===== src/hw/calc_pkg.sv =====
// calculator core support package
// rom geometry, load region, pixel colour and the host word layout
// shared by the loader, rom store, video generator and top level

package calc_pkg;

  ////////////////////////////////////////
  // program rom geometry
  ////////////////////////////////////////

  // 8192 words of program store
  localparam int rom_addr_w = 13;

  // one stored rom word
  typedef logic [15:0] rom_word_t;

  // cpu only sees the low 12 bits of each word
  typedef logic [11:0] rom_data_t;

  ////////////////////////////////////////
  // host load window
  ////////////////////////////////////////

  // upper address nibble that selects the rom
  localparam logic [3:0] load_region = 4'h0;

  // host word, big endian halfword order
  // upper half goes to the even rom index
  typedef struct packed {
    rom_word_t upper;
    rom_word_t lower;
  } rom_pair_t;

  // same 32 bits seen raw or as a halfword pair
  typedef union packed {
    logic [31:0] raw;
    rom_pair_t   half;
  } host_word_u;

  ////////////////////////////////////////
  // video
  ////////////////////////////////////////

  // lit pixel, 0x3c in each channel
  localparam logic [23:0] pixel_grey = 24'h3c3c3c;

endpackage

===== src/hw/video_timing.sv =====
// video timing and pixel generator
// raster counters, sync pulses, data enable and video address,
// grey pixels where the cpu video data is non-zero

module video_timing #(
  parameter int h_total  = 400,
  parameter int h_active = 320,
  parameter int h_bporch = 10,
  parameter int v_total  = 512,
  parameter int v_active = 240,
  parameter int v_bporch = 10
) (
  input  logic        clk_3_276mhz,
  input  logic        reset_n,
  input  logic [3:0]  video_data,
  output logic [7:0]  video_addr,
  output logic [23:0] video_rgb,
  output logic        video_de,
  output logic        video_hs,
  output logic        video_vs
);

  import calc_pkg::*;

  localparam int xw = $clog2(h_total);
  localparam int yw = $clog2(v_total);

  // raster limits at counter width
  localparam logic [xw-1:0] x_last  = xw'(h_total - 1);
  localparam logic [yw-1:0] y_last  = yw'(v_total - 1);
  localparam logic [xw-1:0] x_start = xw'(h_bporch);
  localparam logic [xw-1:0] x_end   = xw'(h_bporch + h_active);
  localparam logic [yw-1:0] y_start = yw'(v_bporch);
  localparam logic [yw-1:0] y_end   = yw'(v_bporch + v_active);

  logic [xw-1:0] x_count;
  logic [yw-1:0] y_count;
  logic          active;

  // inside the visible window
  assign active = (x_count >= x_start) && (x_count < x_end) &&
                  (y_count >= y_start) && (y_count < y_end);

  ////////////////////////////////////////
  // raster and outputs
  ////////////////////////////////////////

  always_ff @(posedge clk_3_276mhz or negedge reset_n) begin
    if (!reset_n) begin
      x_count    <= '0;
      y_count    <= '0;
      video_addr <= 8'h00;
      video_rgb  <= 24'h0;
      video_de   <= 1'b0;
      video_hs   <= 1'b0;
      video_vs   <= 1'b0;
    end else begin
      // one pixel per clock
      if (x_count == x_last) begin
        x_count <= '0;
        y_count <= (y_count == y_last) ? '0 : y_count + 1'b1;
      end else begin
        x_count <= x_count + 1'b1;
      end

      // frame start, top left corner in the back porch
      video_vs <= (x_count == '0) && (y_count == '0);
      // line start, a few clocks after vs
      video_hs <= (x_count == xw'(3));

      video_de  <= active;
      // black outside the window and for zero data
      video_rgb <= (active && video_data != 4'h0) ? pixel_grey : 24'h0;

      // fetch address walks the active pixels, wraps at 256
      if (active) begin
        video_addr <= video_addr + 1'b1;
      end
    end
  end

  // vs sits in the back porch, never in the window
  a_vs_not_de: assert property (@(posedge clk_3_276mhz) disable iff (!reset_n)
    !(video_vs && video_de));

endmodule


===== config.mk =====
export PLATFORM = sky130hd
export DESIGN_NAME = video_timing
export DESIGN_NICKNAME = d
export VERILOG_FILES = /design/src/hw/calc_pkg.sv /design/src/hw/video_timing.sv
export SDC_FILE = /design/constraint.sdc
export NUM_CORES = 1
export LEC_CHECK = 0
export BUFFER_PORTS_ARGS = -buffer_cell sky130_fd_sc_hd__buf_2
export CAP_MARGIN = 20
export CORE_AREA = 2 2 59 61
export DETAILED_ROUTE_END_ITERATION = 6
export DIE_AREA = 0 0 61 63
export GPL_TIMING_DRIVEN = 0
export PLACE_DENSITY_LB_ADDON = 0.3
export SYNTH_ARGS = -nofsm -noshare
export SYNTH_HDL_FRONTEND = slang
export SYNTH_SLANG_ARGS = --single-unit

===== constraint.sdc =====
create_clock -name clk_3_276mhz -period 5.4 [get_ports clk_3_276mhz]
set_clock_uncertainty 0.1 [all_clocks]
set_input_delay 0.54 -clock clk_3_276mhz [delete_from_list [all_inputs] [get_ports clk_3_276mhz]]
set_output_delay 0.54 -clock clk_3_276mhz [all_outputs]
set_load 0.01 [all_outputs]

Yosys cells after proc, flatten, opt, wreduce, memory -nomap -nowiden
Cells that the tools add are included.
Widths: inputs -> output; s select.
Operators by class
  add/subtract/negate cells: 3
  $lt $le $gt $ge: 4
  eq/ne operators: 3
  muxes and demuxes: 3
  reductions and logical operators: 8
Operators with widths (count)
  $mux 22: 1
  $add 9x1->9 const B: 2
  $eq 9x9->1 const B: 2
  $ge 9x4->1 const B: 2
  $logic_not 9->1: 2
  $mux 9: 2
  $eq 9x2->1 const B: 1
  $lt 9x8->1 const B: 1
  $lt 9x9->1 const B: 1
  $add 8x1->8 const B: 1
  $logic_and 1x1->1: 5
  $reduce_bool 4->1: 1
Word-level totals
  register bits after elaboration: 51
  bits of input ports: 6

Logic depth before layout (Yosys ltp)
Gate-level depths: netlist (run 1).
  depth in word-level cells: 6
  depth in mapped cells: 9
  mapped depth without buffers: 8

Least setup slack after synthesis (run 1)
OpenSTA, ideal clock, no wires.
  path kind: register to register
  from: register y_count[1]
  to: register y_count[7]
  setup time: 83 ps
  arrival: 1715 ps
  required time: 5217 ps
  slack: 3502 ps
  stages on the path, launching flop included: 10
  clock period less this slack: 1898 ps
  path through: dfrtp_1 > ha_1 > nand3_1 > nor2_1 > and3_1 > ha_1 > clkbuf_1 > nor2_1 > nand4_1 > o21ai_0
Between the ends
  word-level cells in the longest chain between the ends: 2
  elaborated cells between the ends (all ways): 3
  those cells by class: add/sub (1); eq/ne (1); mux (1)
Ends and longest elaborated chain
  from (decl): RTL line video_timing.sv:37  | logic [yw-1:0] y_count;
  from (signal assigned): RTL line video_timing.sv:61  | y_count <= (y_count == y_last) ? '0 : y_count + 1'b1;
  $add 9x1->9 / $eq 9x9->1 (equally long branches): RTL line video_timing.sv:61
  $mux 9 (*): RTL line video_timing.sv:61
Mark *: on every way between the ends. The rest lies on a longest branch, timed or not.
A chain may end at the register's enable or synchronous reset.

Worst setup path after layout (run 1)
Ends and elaborated chain as after synthesis.

==> results.env, run 1 <==
CRIT_PATH_END_KIND='register'
CRITICAL_PATH.SLOWEST_CELL='dfrtp_1'
ANTENNA_FOUND_INITIAL=0
SYN_INST=182
R2R-START='y_count[1]'
CTS_MAX_LEVEL=2
WL_UM=2890
PERIOD_NEEDED_NS=2.24
TRANSITION_TIME_AT_THE_PIN_WITH_THE_LEAST_SLEW_MARGIN_NS=0.637
PORT_BUFFERS=28
FINALHOLDVIOLATIONS=0
COUNT_OF_ANTENNA_VIOLATING_NETS_LEFT_AFTER_DETAILED_ROUTING=0
MAX-CAP-VIOLATIONS=0
YOSYS.AREA.TOP_TYPE='dfrtp_1'
WORSTSKEWPAIRLATENCY_NS=0.32
SYN_AREA_SQ_UM=1760
AREA.GROWTH.SYNTH_TO_FINAL_PCT=19.9
FLOP_TO_FLOP_SETUP_SLACK_NS=3.16
SYNTH_TOP_AREA_SHARE=0.426
GRT_SETUP_UNREPAIRED='false'
DIE_HEIGHT_UM=63
POWER_DENSITY_nW_PER_UM2=223
SLEW_HR=0.576
SYNTH-SEQ-CELLS=30
CLOCK_SINK_COUNT=30
POST_CTS_RESIZE_COUNT=0
POWER_LEAKAGE_nW=1.17
TOTALNEGATIVESETUPSLACK_NS=0
FINAL_NET_COUNT=242
ANTENNADIODECOUNT=0
VIAS=1335
DRTITER0DRC=78
TIMING.CRITICAL_PATH.FANOUT_MAX=9
GRT_MAX_DEGREE=31
CTS_TREE='yes'
IO-PIN-COUNT=41
TIMING.CRITICAL_PATH.ARRIVAL_NS=2.34
TIMING.FMAX_GHz=0.446
POST_SYNTH_MAIN_AREA_CONTRIBUTORS='dfrtp_1 (43%), buf_4 (9.8%), ha_1 (5.7%)'
HOLDBUFCOUNTCTS=0
WORST_SETUP_PATH_START_KIND='register'
R2R-END='y_count[7]'
POST-ROUTE-DRC-COUNT=0
CLOCK_PATH_BUFFERS=2
RUN_STATUS='finished, final reports clean'
TIMING.REG2REG.WORST_PATH_DEPTH=9
CTS_SETUP_BUFFERS=0
FP.COREAREA_SQ_UM=3230
FINALCRITPERIODSHARE=0.415
SYNTH.LIB_CELLS_USED.DISTINCT=36
FILLER_CELL_COUNT=293
ROUTE.DETAILED.VIAS_PER_INST=4.85
GR-USAGE-ALL-LAYERS=0.170
ASYNC_FLOP_SHARE=1.00
DRT_FIRST_PASS_ITERS=4
REQUIRED_NS=5.50
FLOORPLAN.INITIALDENSITY=0.546
FAMILY_WITH_THE_MOST_DELAY_ON_THE_WORST_PATH='simple AND/OR/NAND/NOR gates'
CTS-ROOT-BUF='clkbuf_4'
GRT_PASS1_VIAS=1140
SLOWEST_DELAY_NS=0.48
PLACEMENTROWS=21
POST_DP_HPWL_UM=2150
DIE_WIDTH_UM=61
SEQ_TOTAL_AREA_YOSYS=0.426
DOMINANTREGCELLSYNTH='dfrtp_1'
AVGSYNTHCELLAREA_SQ_UM=9.69
POST-PLACE-CELLS=267
GRT_OVERFLOW=0
DIE-AREA_SQ_UM=3840
CTS.CLK_SLEW.WORST_PATHS_NS=0.10
CRIT_BUF_INV=1
WORST_HOLD_PATH_TYPE='input port to asynchronous set/reset pin'
GP_ROUTABILITY_CONGESTION=0.839
NUMBER_OF_FLOPS_MAPPED_TO_ENABLE_CELLS_BY_YOSYS=0
FIRST_PASS_GRT_WIRE_LENGTH_UM=4990
DRIVE_GT1_FRAC=0.297
CP_CELL_SEQUENCE='ha_1, nand3_1, nor2_1, and3_1, ha_1, clkbuf_1, nor2_1, nand4_1, o21ai_0'
FIN_CELLS=275
SETUP_VIOL_COUNT_FINAL=0
FINAL_SLEW_VIOL_COUNT=0
CRIT_TYPE='register to register'
SYNTH-WARNING-COUNT=0
ROUTEDWLPERCELL_UM=10.5
CTS_BUFFERS=5
IRDROPWORSTVDD_mV=0.160
==> worst max path at each step <==
stage / slack (ns) / depth (start not counted) / from / end
after CTS: 3.19 / 9 / y_count[1] / y_count[7]
final: 3.16 / 9 / y_count[1] / y_count[7]
after detailed placement: 3.24 / 9 / y_count[1] / y_count[7]
after global placement: 3.23 / 9 / y_count[1] / y_count[7]
after global routing: 2.96 / 9 / y_count[1] / y_count[7]
after floorplan: 3.50 / 9 / y_count[1] / y_count[7]
==> per-stage QoR <==
stage,hold slack (ns),power (mW),setup slack (ns),area [sq um],util
after floorplan,0.144,0.239,3.50,1810,-
after global placement,0.352,0.245,3.23,2000,0.620
after detailed placement,0.357,0.245,3.24,2000,0.620
after CTS,0.140,0.478,3.19,2110,0.654
after global routing,0.151,0.494,2.96,2110,0.654
final,0.128,0.473,3.16,2110,0.654
==> layout make-up <==
cell class	count	area, sq um	share of cell area
Multi-Input combinational cell	126	820	0.388
Sequential cell	30	751	0.355
Buffer	29	205	0.0970
Timing Repair Buffer	28	140	0.0663
Clock inverter	2	60.1	0.0284
Tap cell	46	57.6	0.0272
Clock buffer	6	51.3	0.0243
Inverter	8	30.0	0.0142
==> kinds of logic after synthesis <==
logic type | Yosys count | synth area share
AOI/OAI and AO/OA | 27 | 0.109
and+or+nand+nor | 65 | 0.202
DFF | 30 | 0.426
xor gates and xnor gates | 13 | 0.0645
muxes | 1 | 0.00638
other | 1 | 0.00213
adders and majority gates | 8 | 0.0567
buffers and inverters | 37 | 0.133
==> power by group <==
part / internal [mW] / leakage, nW / switching (mW)
registers: 0.224 / 0.405 / 0
clock network: 0.157 / 0.0585 / 0.0752
logic: 0.00692 / 0.711 / 0.00920
==> metal layers <==
metal | global-route usage | share of wire | up-vias
li1 | - | - | 681
met1 | 0.230 | 0.47 | 620
met3 | 0.0435 | 0.033 | 5
met4 | 0.0734 | 0.017 | 0
met5 | 0 | 0 | -
met2 | 0.254 | 0.48 | 29
==> state kept, by name, indices dropped and copies added (netlist names) <==
register	count
video_addr	8
video_de	1
video_hs	1
video_rgb	1
video_vs	1
x_count	9
y_count	9
==> synthesized netlist by cell type, types with 2 or more instances <==
cell type / n
a31oi_1: 4
and3_1: 5
and4_1: 2
buf_2: 2
buf_4: 23
clkbuf_1: 3
dfrtp_1: 30
ha_1: 8
inv_1: 8
nand2_1: 16
nand3_1: 10
nand4_1: 3
nor2_1: 16
nor3_1: 3
nor4_1: 2
o21ai_0: 13
o31ai_1: 4
xnor2_1: 5
xor2_1: 8
==> worst register-to-register path: cells and delay by family, from the launching register on <==
kind                       cells  cell delay (ns)
adders and majority gates      2             0.42
AOI/OAI and AO/OA              1             0.08
and+or+nand+nor                5             0.73
buffers and inverters          1             0.31
DFF                            1             0.48
==> cell usage in the layout, fill, tap and decap left out, types with 5 or more instances in the layout <==
master,count
buf_2,30
nor2_1,16
ha_1,8
nand3_1,10
conb_1,12
buf_4,23
inv_1,8
xnor2_1,5
xor2_1,8
nand2_1,16
and3_1,5
o21ai_0,13
clkbuf_4,5
dfrtp_1,30
Note: power is estimated with default switching activity, not from simulation.
==> inputs of run 2 (changes only) <==
- CORE_AREA: 2 2 59 61 -> 2 2 64 66
- DIE_AREA: 0 0 61 63 -> 0 0 66 68
- clock period: 5.4 -> 1.8 ns (I/O delays scaled with it)
==> run 2 against run 1 <==
Effect of this change: the flow now finishes with violations (setup timing); design area increased by 12%; clock power increased by 120%; routed wire length increased by 30%; die area is 17% higher; sequential cell count unchanged; non-clock buffer count up 11; fmax increased by 21%; worst setup slack lost 3.2 ns; critical path type unchanged.
==> results.env, run 2 (synthesis gave the netlist of run 1 again) <==
R2R-START='y_count[1]'
WORSTSKEWPAIRLATENCY_NS=0.28
ROUTEDWLPERCELL_UM=13.0
FIN_CELLS=290
TOTALNEGATIVESETUPSLACK_NS=-0.274
MAX-CAP-VIOLATIONS=0
FAILED_CHECKS='setup timing'
TIMING.HOLD.WORST_PATH_DEPTH=3
CRIT_BUF_INV=0
PERIOD_NEEDED_NS=1.85
HOLD-WORST-SLACK_NS=0.0204
ANTENNADIODECOUNT=0
POWER_LEAKAGE_nW=1.22
DRIVE_GT1_FRAC=0.458
FINAL_SLEW_VIOL_COUNT=0
MOST_COMMON_LIBRARY_CELL_IN_THE_LAYOUT_IGNORING_FILL_AND_TAPS='buf_4'
WL_UM=3770
DIE-AREA_SQ_UM=4490
POST-PLACE-CELLS=271
FIRST_PASS_GRT_WIRE_LENGTH_UM=5660
REQUIRED_NS=1.86
AREA.GROWTH.SYNTH_TO_FINAL_PCT=34.6
DRTITER0DRC=64
DIE_WIDTH_UM=66
SETUP_VIOL_COUNT_FINAL=9
POWER_mW=1.23
RUN_STATUS='complete, but fails checks'
R2R-END='video_addr[1]'
POST-ROUTE-DRC-COUNT=0
CLOCK_PATH_BUFFERS=2
CLOCK_SINK_COUNT=30
IRDROPWORSTVDD_mV=0.285
CTS_TREE='yes'
CRITICAL_PATH.SLOWEST_CELL='dfrtp_2'
DRT_FIRST_PASS_ITERS=4
POST_DP_HPWL_UM=2260
FP.COREAREA_SQ_UM=3860
TIMING.CRITICAL_PATH.FANOUT_MAX=7
WORST_SETUP_PATH_START_KIND='register'
GRT_SETUP_UNREPAIRED='true'
POWER_DENSITY_nW_PER_UM2=517
FINAL_CRITICAL_PATH_SETUP_SLACK_NS=-0.0454
CTS_MAX_LEVEL=2
ANTENNA_FOUND_INITIAL=0
FINALHOLDVIOLATIONS=0
CTS.CLK_SLEW.WORST_PATHS_NS=0.06
ROUTE.DETAILED.VIAS_PER_INST=4.89
CRIT_PATH_END_KIND='register'
CP_CELL_SEQUENCE='o211a_4, a221oi_4, nand4_4, mux2_4'
TRANSITION_TIME_AT_THE_PIN_WITH_THE_LEAST_SLEW_MARGIN_NS=0.661
FAMILY_WITH_THE_MOST_DELAY_ON_THE_WORST_PATH='compound AO/OA/AOI/OAI gates'
FINALCRITPERIODSHARE=1.03
FINAL_NET_COUNT=254
TIMING.FMAX_GHz=0.542
PORT_BUFFERS=28
GR-USAGE-ALL-LAYERS=0.171
CTS-ROOT-BUF='clkbuf_8'
FLOP_TO_FLOP_SETUP_SLACK_NS=-0.05
SLOWEST_DELAY_NS=0.47
SLEW_HR=0.559
FINAL_CELL_MIX='buf_4 (34), buf_2 (29), dfrtp_1 (24), nand2_1 (15), conb_1 (12)'
CRIT_TYPE='register to register'
VIAS=1418
WORST_HOLD_PATH_TYPE='input port to register'
TIMING.REG2REG.WORST_PATH_DEPTH=4
IO-PIN-COUNT=41
MIN-DELAY-START='video_data[2]'
CTS_BUFFERS=5
FLOORPLAN.INITIALDENSITY=0.457
GRT_OVERFLOW=0
HOLD_PATH_END='video_rgb[20]'
BIGGESTREGSBYFLOPS='x_count x9, y_count x9, video_addr x8'
COUNT_OF_ANTENNA_VIOLATING_NETS_LEFT_AFTER_DETAILED_ROUTING=0
PLACEMENTROWS=23
GRT_MAX_DEGREE=31
TIMING.CRITICAL_PATH.ARRIVAL_NS=1.91
GP_ROUTABILITY_CONGESTION=0.817
DIE_HEIGHT_UM=68
GRT_PASS1_VIAS=1230
==> run 2: layout make-up <==
type                            count  area (sq um)
Fill cell                         332          1480
Buffer                             25           189
Tap cell                           50          62.6
Clock inverter                      2          10.0
Timing Repair Buffer               43           267
Sequential cell                    30           758
Multi-Input combinational cell    127           990
Inverter                            8          30.0
Clock buffer                        5          68.8
==> run 2: per-stage QoR <==
| stage | worst slack (ns) | utilization | instance area (sq um) |
|---|---|---|---|
| floorplan | -0.00882 | - | 1820 |
| global placement | -0.178 | 0.525 | 2020 |
| detailed placement | -0.183 | 0.525 | 2020 |
| CTS | -0.0182 | 0.586 | 2260 |
| global route | -0.132 | 0.616 | 2370 |
| finish | -0.0454 | 0.616 | 2370 |
==> run 2: power breakdown <==
part	internal (mW)	total (mW)	switching (mW)
logic	0.0222	0.0504	0.0283
clock network	0.259	0.503	0.245
registers	0.674	0.674	0
==> run 2: worst min-delay path, stage by stage <==
cell and delay, ns:
buf_2 0.07, nor4_1 0.04, nor2_1 0.07
==> run 2: repair_timing <==
action                     CTS  global route
pin swaps                   12             6
cloned                       1             0
resized for setup           20            29
hold buffers                 1             0
setup endpoints to repair   15            18
setup buffers               10             4
hold endpoints to repair    30             0
==> run 2: per-layer routing <==
layer | vias up | GRT usage | wire length [um]
li1 | 709 | - | -
met5 | - | 0 | 0
met1 | 655 | 0.215 | 1660
met4 | 0 | 0.0842 | 70
met3 | 7 | 0.0493 | 203
met2 | 47 | 0.271 | 1830
==> run 2: worst max-delay path by stage <==
stage                     startpoint            end  depth (start not counted)
after floorplan           y_count[1]     y_count[7]                          9
after global placement    y_count[1]     y_count[7]                          9
after detailed placement  y_count[1]     y_count[3]                          9
after CTS                 y_count[2]  video_addr[6]                          6
after global routing      y_count[1]  video_addr[2]                          6
final                     y_count[1]  video_addr[1]                          4
==> inputs of run 3 (changes only) <==
- CELL_PAD_IN_SITES_DETAIL_PLACEMENT: not set -> 1
- CELL_PAD_IN_SITES_GLOBAL_PLACEMENT: not set -> 1
- CORE_AREA: 2 2 64 66 -> 2 2 74 76
- DIE_AREA: 0 0 66 68 -> 0 0 76 78
- REMOVE_ABC_BUFFERS: not set -> 1
==> run 3 against run 2 <==
Effect of this change: non-clock buffer count fell by 26; global-route usage fell by 3.9 points; sequential cell count did not move; combinational power fell by 37%; clock power rose by 35%; clock-buffer cell count did not move; sequential power barely moved; the run still ends with setup timing left; design area fell by 8.3%; routed wire length rose by 6.5%; highest routed layer unchanged; final cell count fell by 2.1%; via count fell by 5.0%; utilization fell by 18 points.
==> results.env, run 3 (synthesis gave the netlist of run 1 again) <==
RUN_STATUS='complete, but fails checks'
FAILED_CHECKS='setup timing'
GRT_SETUP_UNREPAIRED='true'
GRT_PASS1_VIAS=1273
MAX-CAP-VIOLATIONS=0
IRDROPWORSTVDD_mV=0.365
ROUTEDWLPERCELL_UM=14.1
FIN_CELLS=284
CLOCK_SINK_COUNT=30
CTS_BUFFERS=5
WORST_HOLD_PATH_TYPE='input port to register'
CLOCK_PATH_BUFFERS=2
MOST_COMMON_LIBRARY_CELL_IN_THE_LAYOUT_IGNORING_FILL_AND_TAPS='buf_2'
TIMING.HOLD.WORST_PATH_DEPTH=3
WL_UM=4010
TRANSITION_TIME_AT_THE_PIN_WITH_THE_LEAST_SLEW_MARGIN_NS=0.692
FINAL_NET_COUNT=227
SLOWEST_DELAY_NS=0.46
CRIT_TYPE='register to register'
DIE_WIDTH_UM=76
CRITICAL_PATH.SLOWEST_CELL='dfrtp_2'
SLEW_HR=0.538
TIMING.CRITICAL_PATH.ARRIVAL_NS=1.89
CP_CELL_SEQUENCE='buf_6, ha_4, o31ai_2, nand2_1, nand4_4, mux2_4'
DRT_FIRST_PASS_ITERS=4
POST_DP_HPWL_UM=2460
TIMING.CRITICAL_PATH.FANOUT_MAX=8
DRTITER0DRC=48
GP_ROUTABILITY_CONGESTION=0.703
FINAL_CRITICAL_PATH_SETUP_SLACK_NS=-0.0176
WORST_SETUP_PATH_START_KIND='register'
TIMING.FMAX_GHz=0.550
UTILIZATION=0.432
FIRST_PASS_GRT_WIRE_LENGTH_UM=6290
GR-USAGE-ALL-LAYERS=0.132
DIE-AREA_SQ_UM=5930
ROUTE.DETAILED.VIAS_PER_INST=4.74
FINALHOLDVIOLATIONS=0
SETUP_VIOL_COUNT_FINAL=2
CTS_MAX_LEVEL=2
FINAL_SLEW_VIOL_COUNT=0
ANTENNA_FOUND_INITIAL=0
WORSTSKEWPAIRLATENCY_NS=0.28
GRT_MAX_DEGREE=31
IO-PIN-COUNT=41
DIE_HEIGHT_UM=78
PORT_BUFFERS=28
COUNT_OF_ANTENNA_VIOLATING_NETS_LEFT_AFTER_DETAILED_ROUTING=0
CTS.CLK_SLEW.WORST_PATHS_NS=0.07
CRIT_BUF_INV=1
AREA.GROWTH.SYNTH_TO_FINAL_PCT=23.5
VIAS=1347
POST-ROUTE-DRC-COUNT=0
TIMING.REG2REG.WORST_PATH_DEPTH=6
CTS-ROOT-BUF='clkbuf_8'
FLOORPLAN.INITIALDENSITY=0.350
POWER_DENSITY_nW_PER_UM2=635
GRT_OVERFLOW=0
FP.COREAREA_SQ_UM=5040
ANTENNADIODECOUNT=0
REQUIRED_NS=1.87
POWER_LEAKAGE_nW=1.09
WORST_PATH_DEPTH=6
CRIT_PATH_END_KIND='register'
FAMILY_WITH_THE_MOST_DELAY_ON_THE_WORST_PATH='flip-flops'
FINALCRITPERIODSHARE=1.01
POST-PLACE-CELLS=262
FILLER_CELL_COUNT=573
PLACEMENTROWS=26
PERIOD_NEEDED_NS=1.82
BIGGESTREGSBYFLOPS='x_count x9, y_count x9, video_addr x8'
DRIVE_GT1_FRAC=0.360
FINAL_CELL_MIX='buf_2 (28), dfrtp_1 (23), nand2_1 (16), nor2_1 (14), conb_1 (12)'
CTS_TREE='yes'
-- run 3: worst paths after layout --
check | end | from | slack [ns]
setup / recovery | video_addr[1] | y_count[1] | -0.02
min in group asynchronous | x_count[4] | reset_n | 0.38
hold / removal | video_rgb[20] | video_data[2] | 0.02
setup reg to reg | video_addr[1] | y_count[1] | -0.02
max in group asynchronous | y_count[1] | reset_n | 0.73
hold reg to reg | video_addr[7] | video_addr[7] | 0.35
-- run 3: cell type report --
cell class / instances / area [sq um] / share of cell area
tap: 70 / 87.6 / 0.0402
timing repair buffer: 42 / 259 / 0.119
multi-input combinational: 126 / 933 / 0.428
inverter: 8 / 30.0 / 0.0138
sequential: 30 / 759 / 0.349
clock inverter: 3 / 40.0 / 0.0184
clock buffer: 5 / 68.8 / 0.0316
-- run 3: tightest hold or removal path, cell delays in order --
cell    delay (ns)
buf_2         0.07
nor4_1        0.04
nor2_1        0.07
-- run 3: report_power, final --
group / leakage, nW / internal [mW] / switching (mW) / total (mW)
Combinational: 0.633 / 0.00543 / 0.0261 / 0.0316
Clock: 0.0579 / 0.407 / 0.270 / 0.677
Sequential: 0.394 / 0.674 / 0 / 0.674
-- run 3: timing repair --
item	in CTS	in global routing
gates resized for setup	13	30
gates cloned	0	0
hold buffers	1	0
buffers inserted	10	3
endpoints found under the setup margin	15	17
endpoints found under the hold margin	30	0
pin swaps	6	9
-- run 3: through the flow --
| stage | hold slack, ns | TNS [ns] | total power [mW] | setup WS, ns | cell area [sq um] |
|---|---|---|---|---|---|
| 3_3_place_gp | 0.170 | -2.66 | 0.717 | -0.302 | 1830 |
| 2_1_floorplan | -0.216 | -0.0269 | 0.698 | -0.0269 | 1600 |
| 4_1_cts | 0.0141 | -0.159 | 1.40 | -0.0446 | 2070 |
| 5_1_grt | 0.0124 | -0.695 | 1.43 | -0.107 | 2180 |
| 3_5_place_dp | 0.172 | -2.79 | 0.717 | -0.316 | 1830 |
| 6_report | 0.0183 | -0.0224 | 1.38 | -0.0176 | 2180 |
-- run 3: routing by layer --
| metal | up-vias | routed length, um | share of wire | GRT usage |
|---|---|---|---|---|
| met5 | - | 0 | 0 | 0 |
| met4 | 0 | 56 | 0.014 | 0.0436 |
| met3 | 6 | 142 | 0.035 | 0.0395 |
| met2 | 23 | 1960 | 0.49 | 0.208 |
| met1 | 671 | 1850 | 0.46 | 0.175 |
| li1 | 647 | - | - | - |
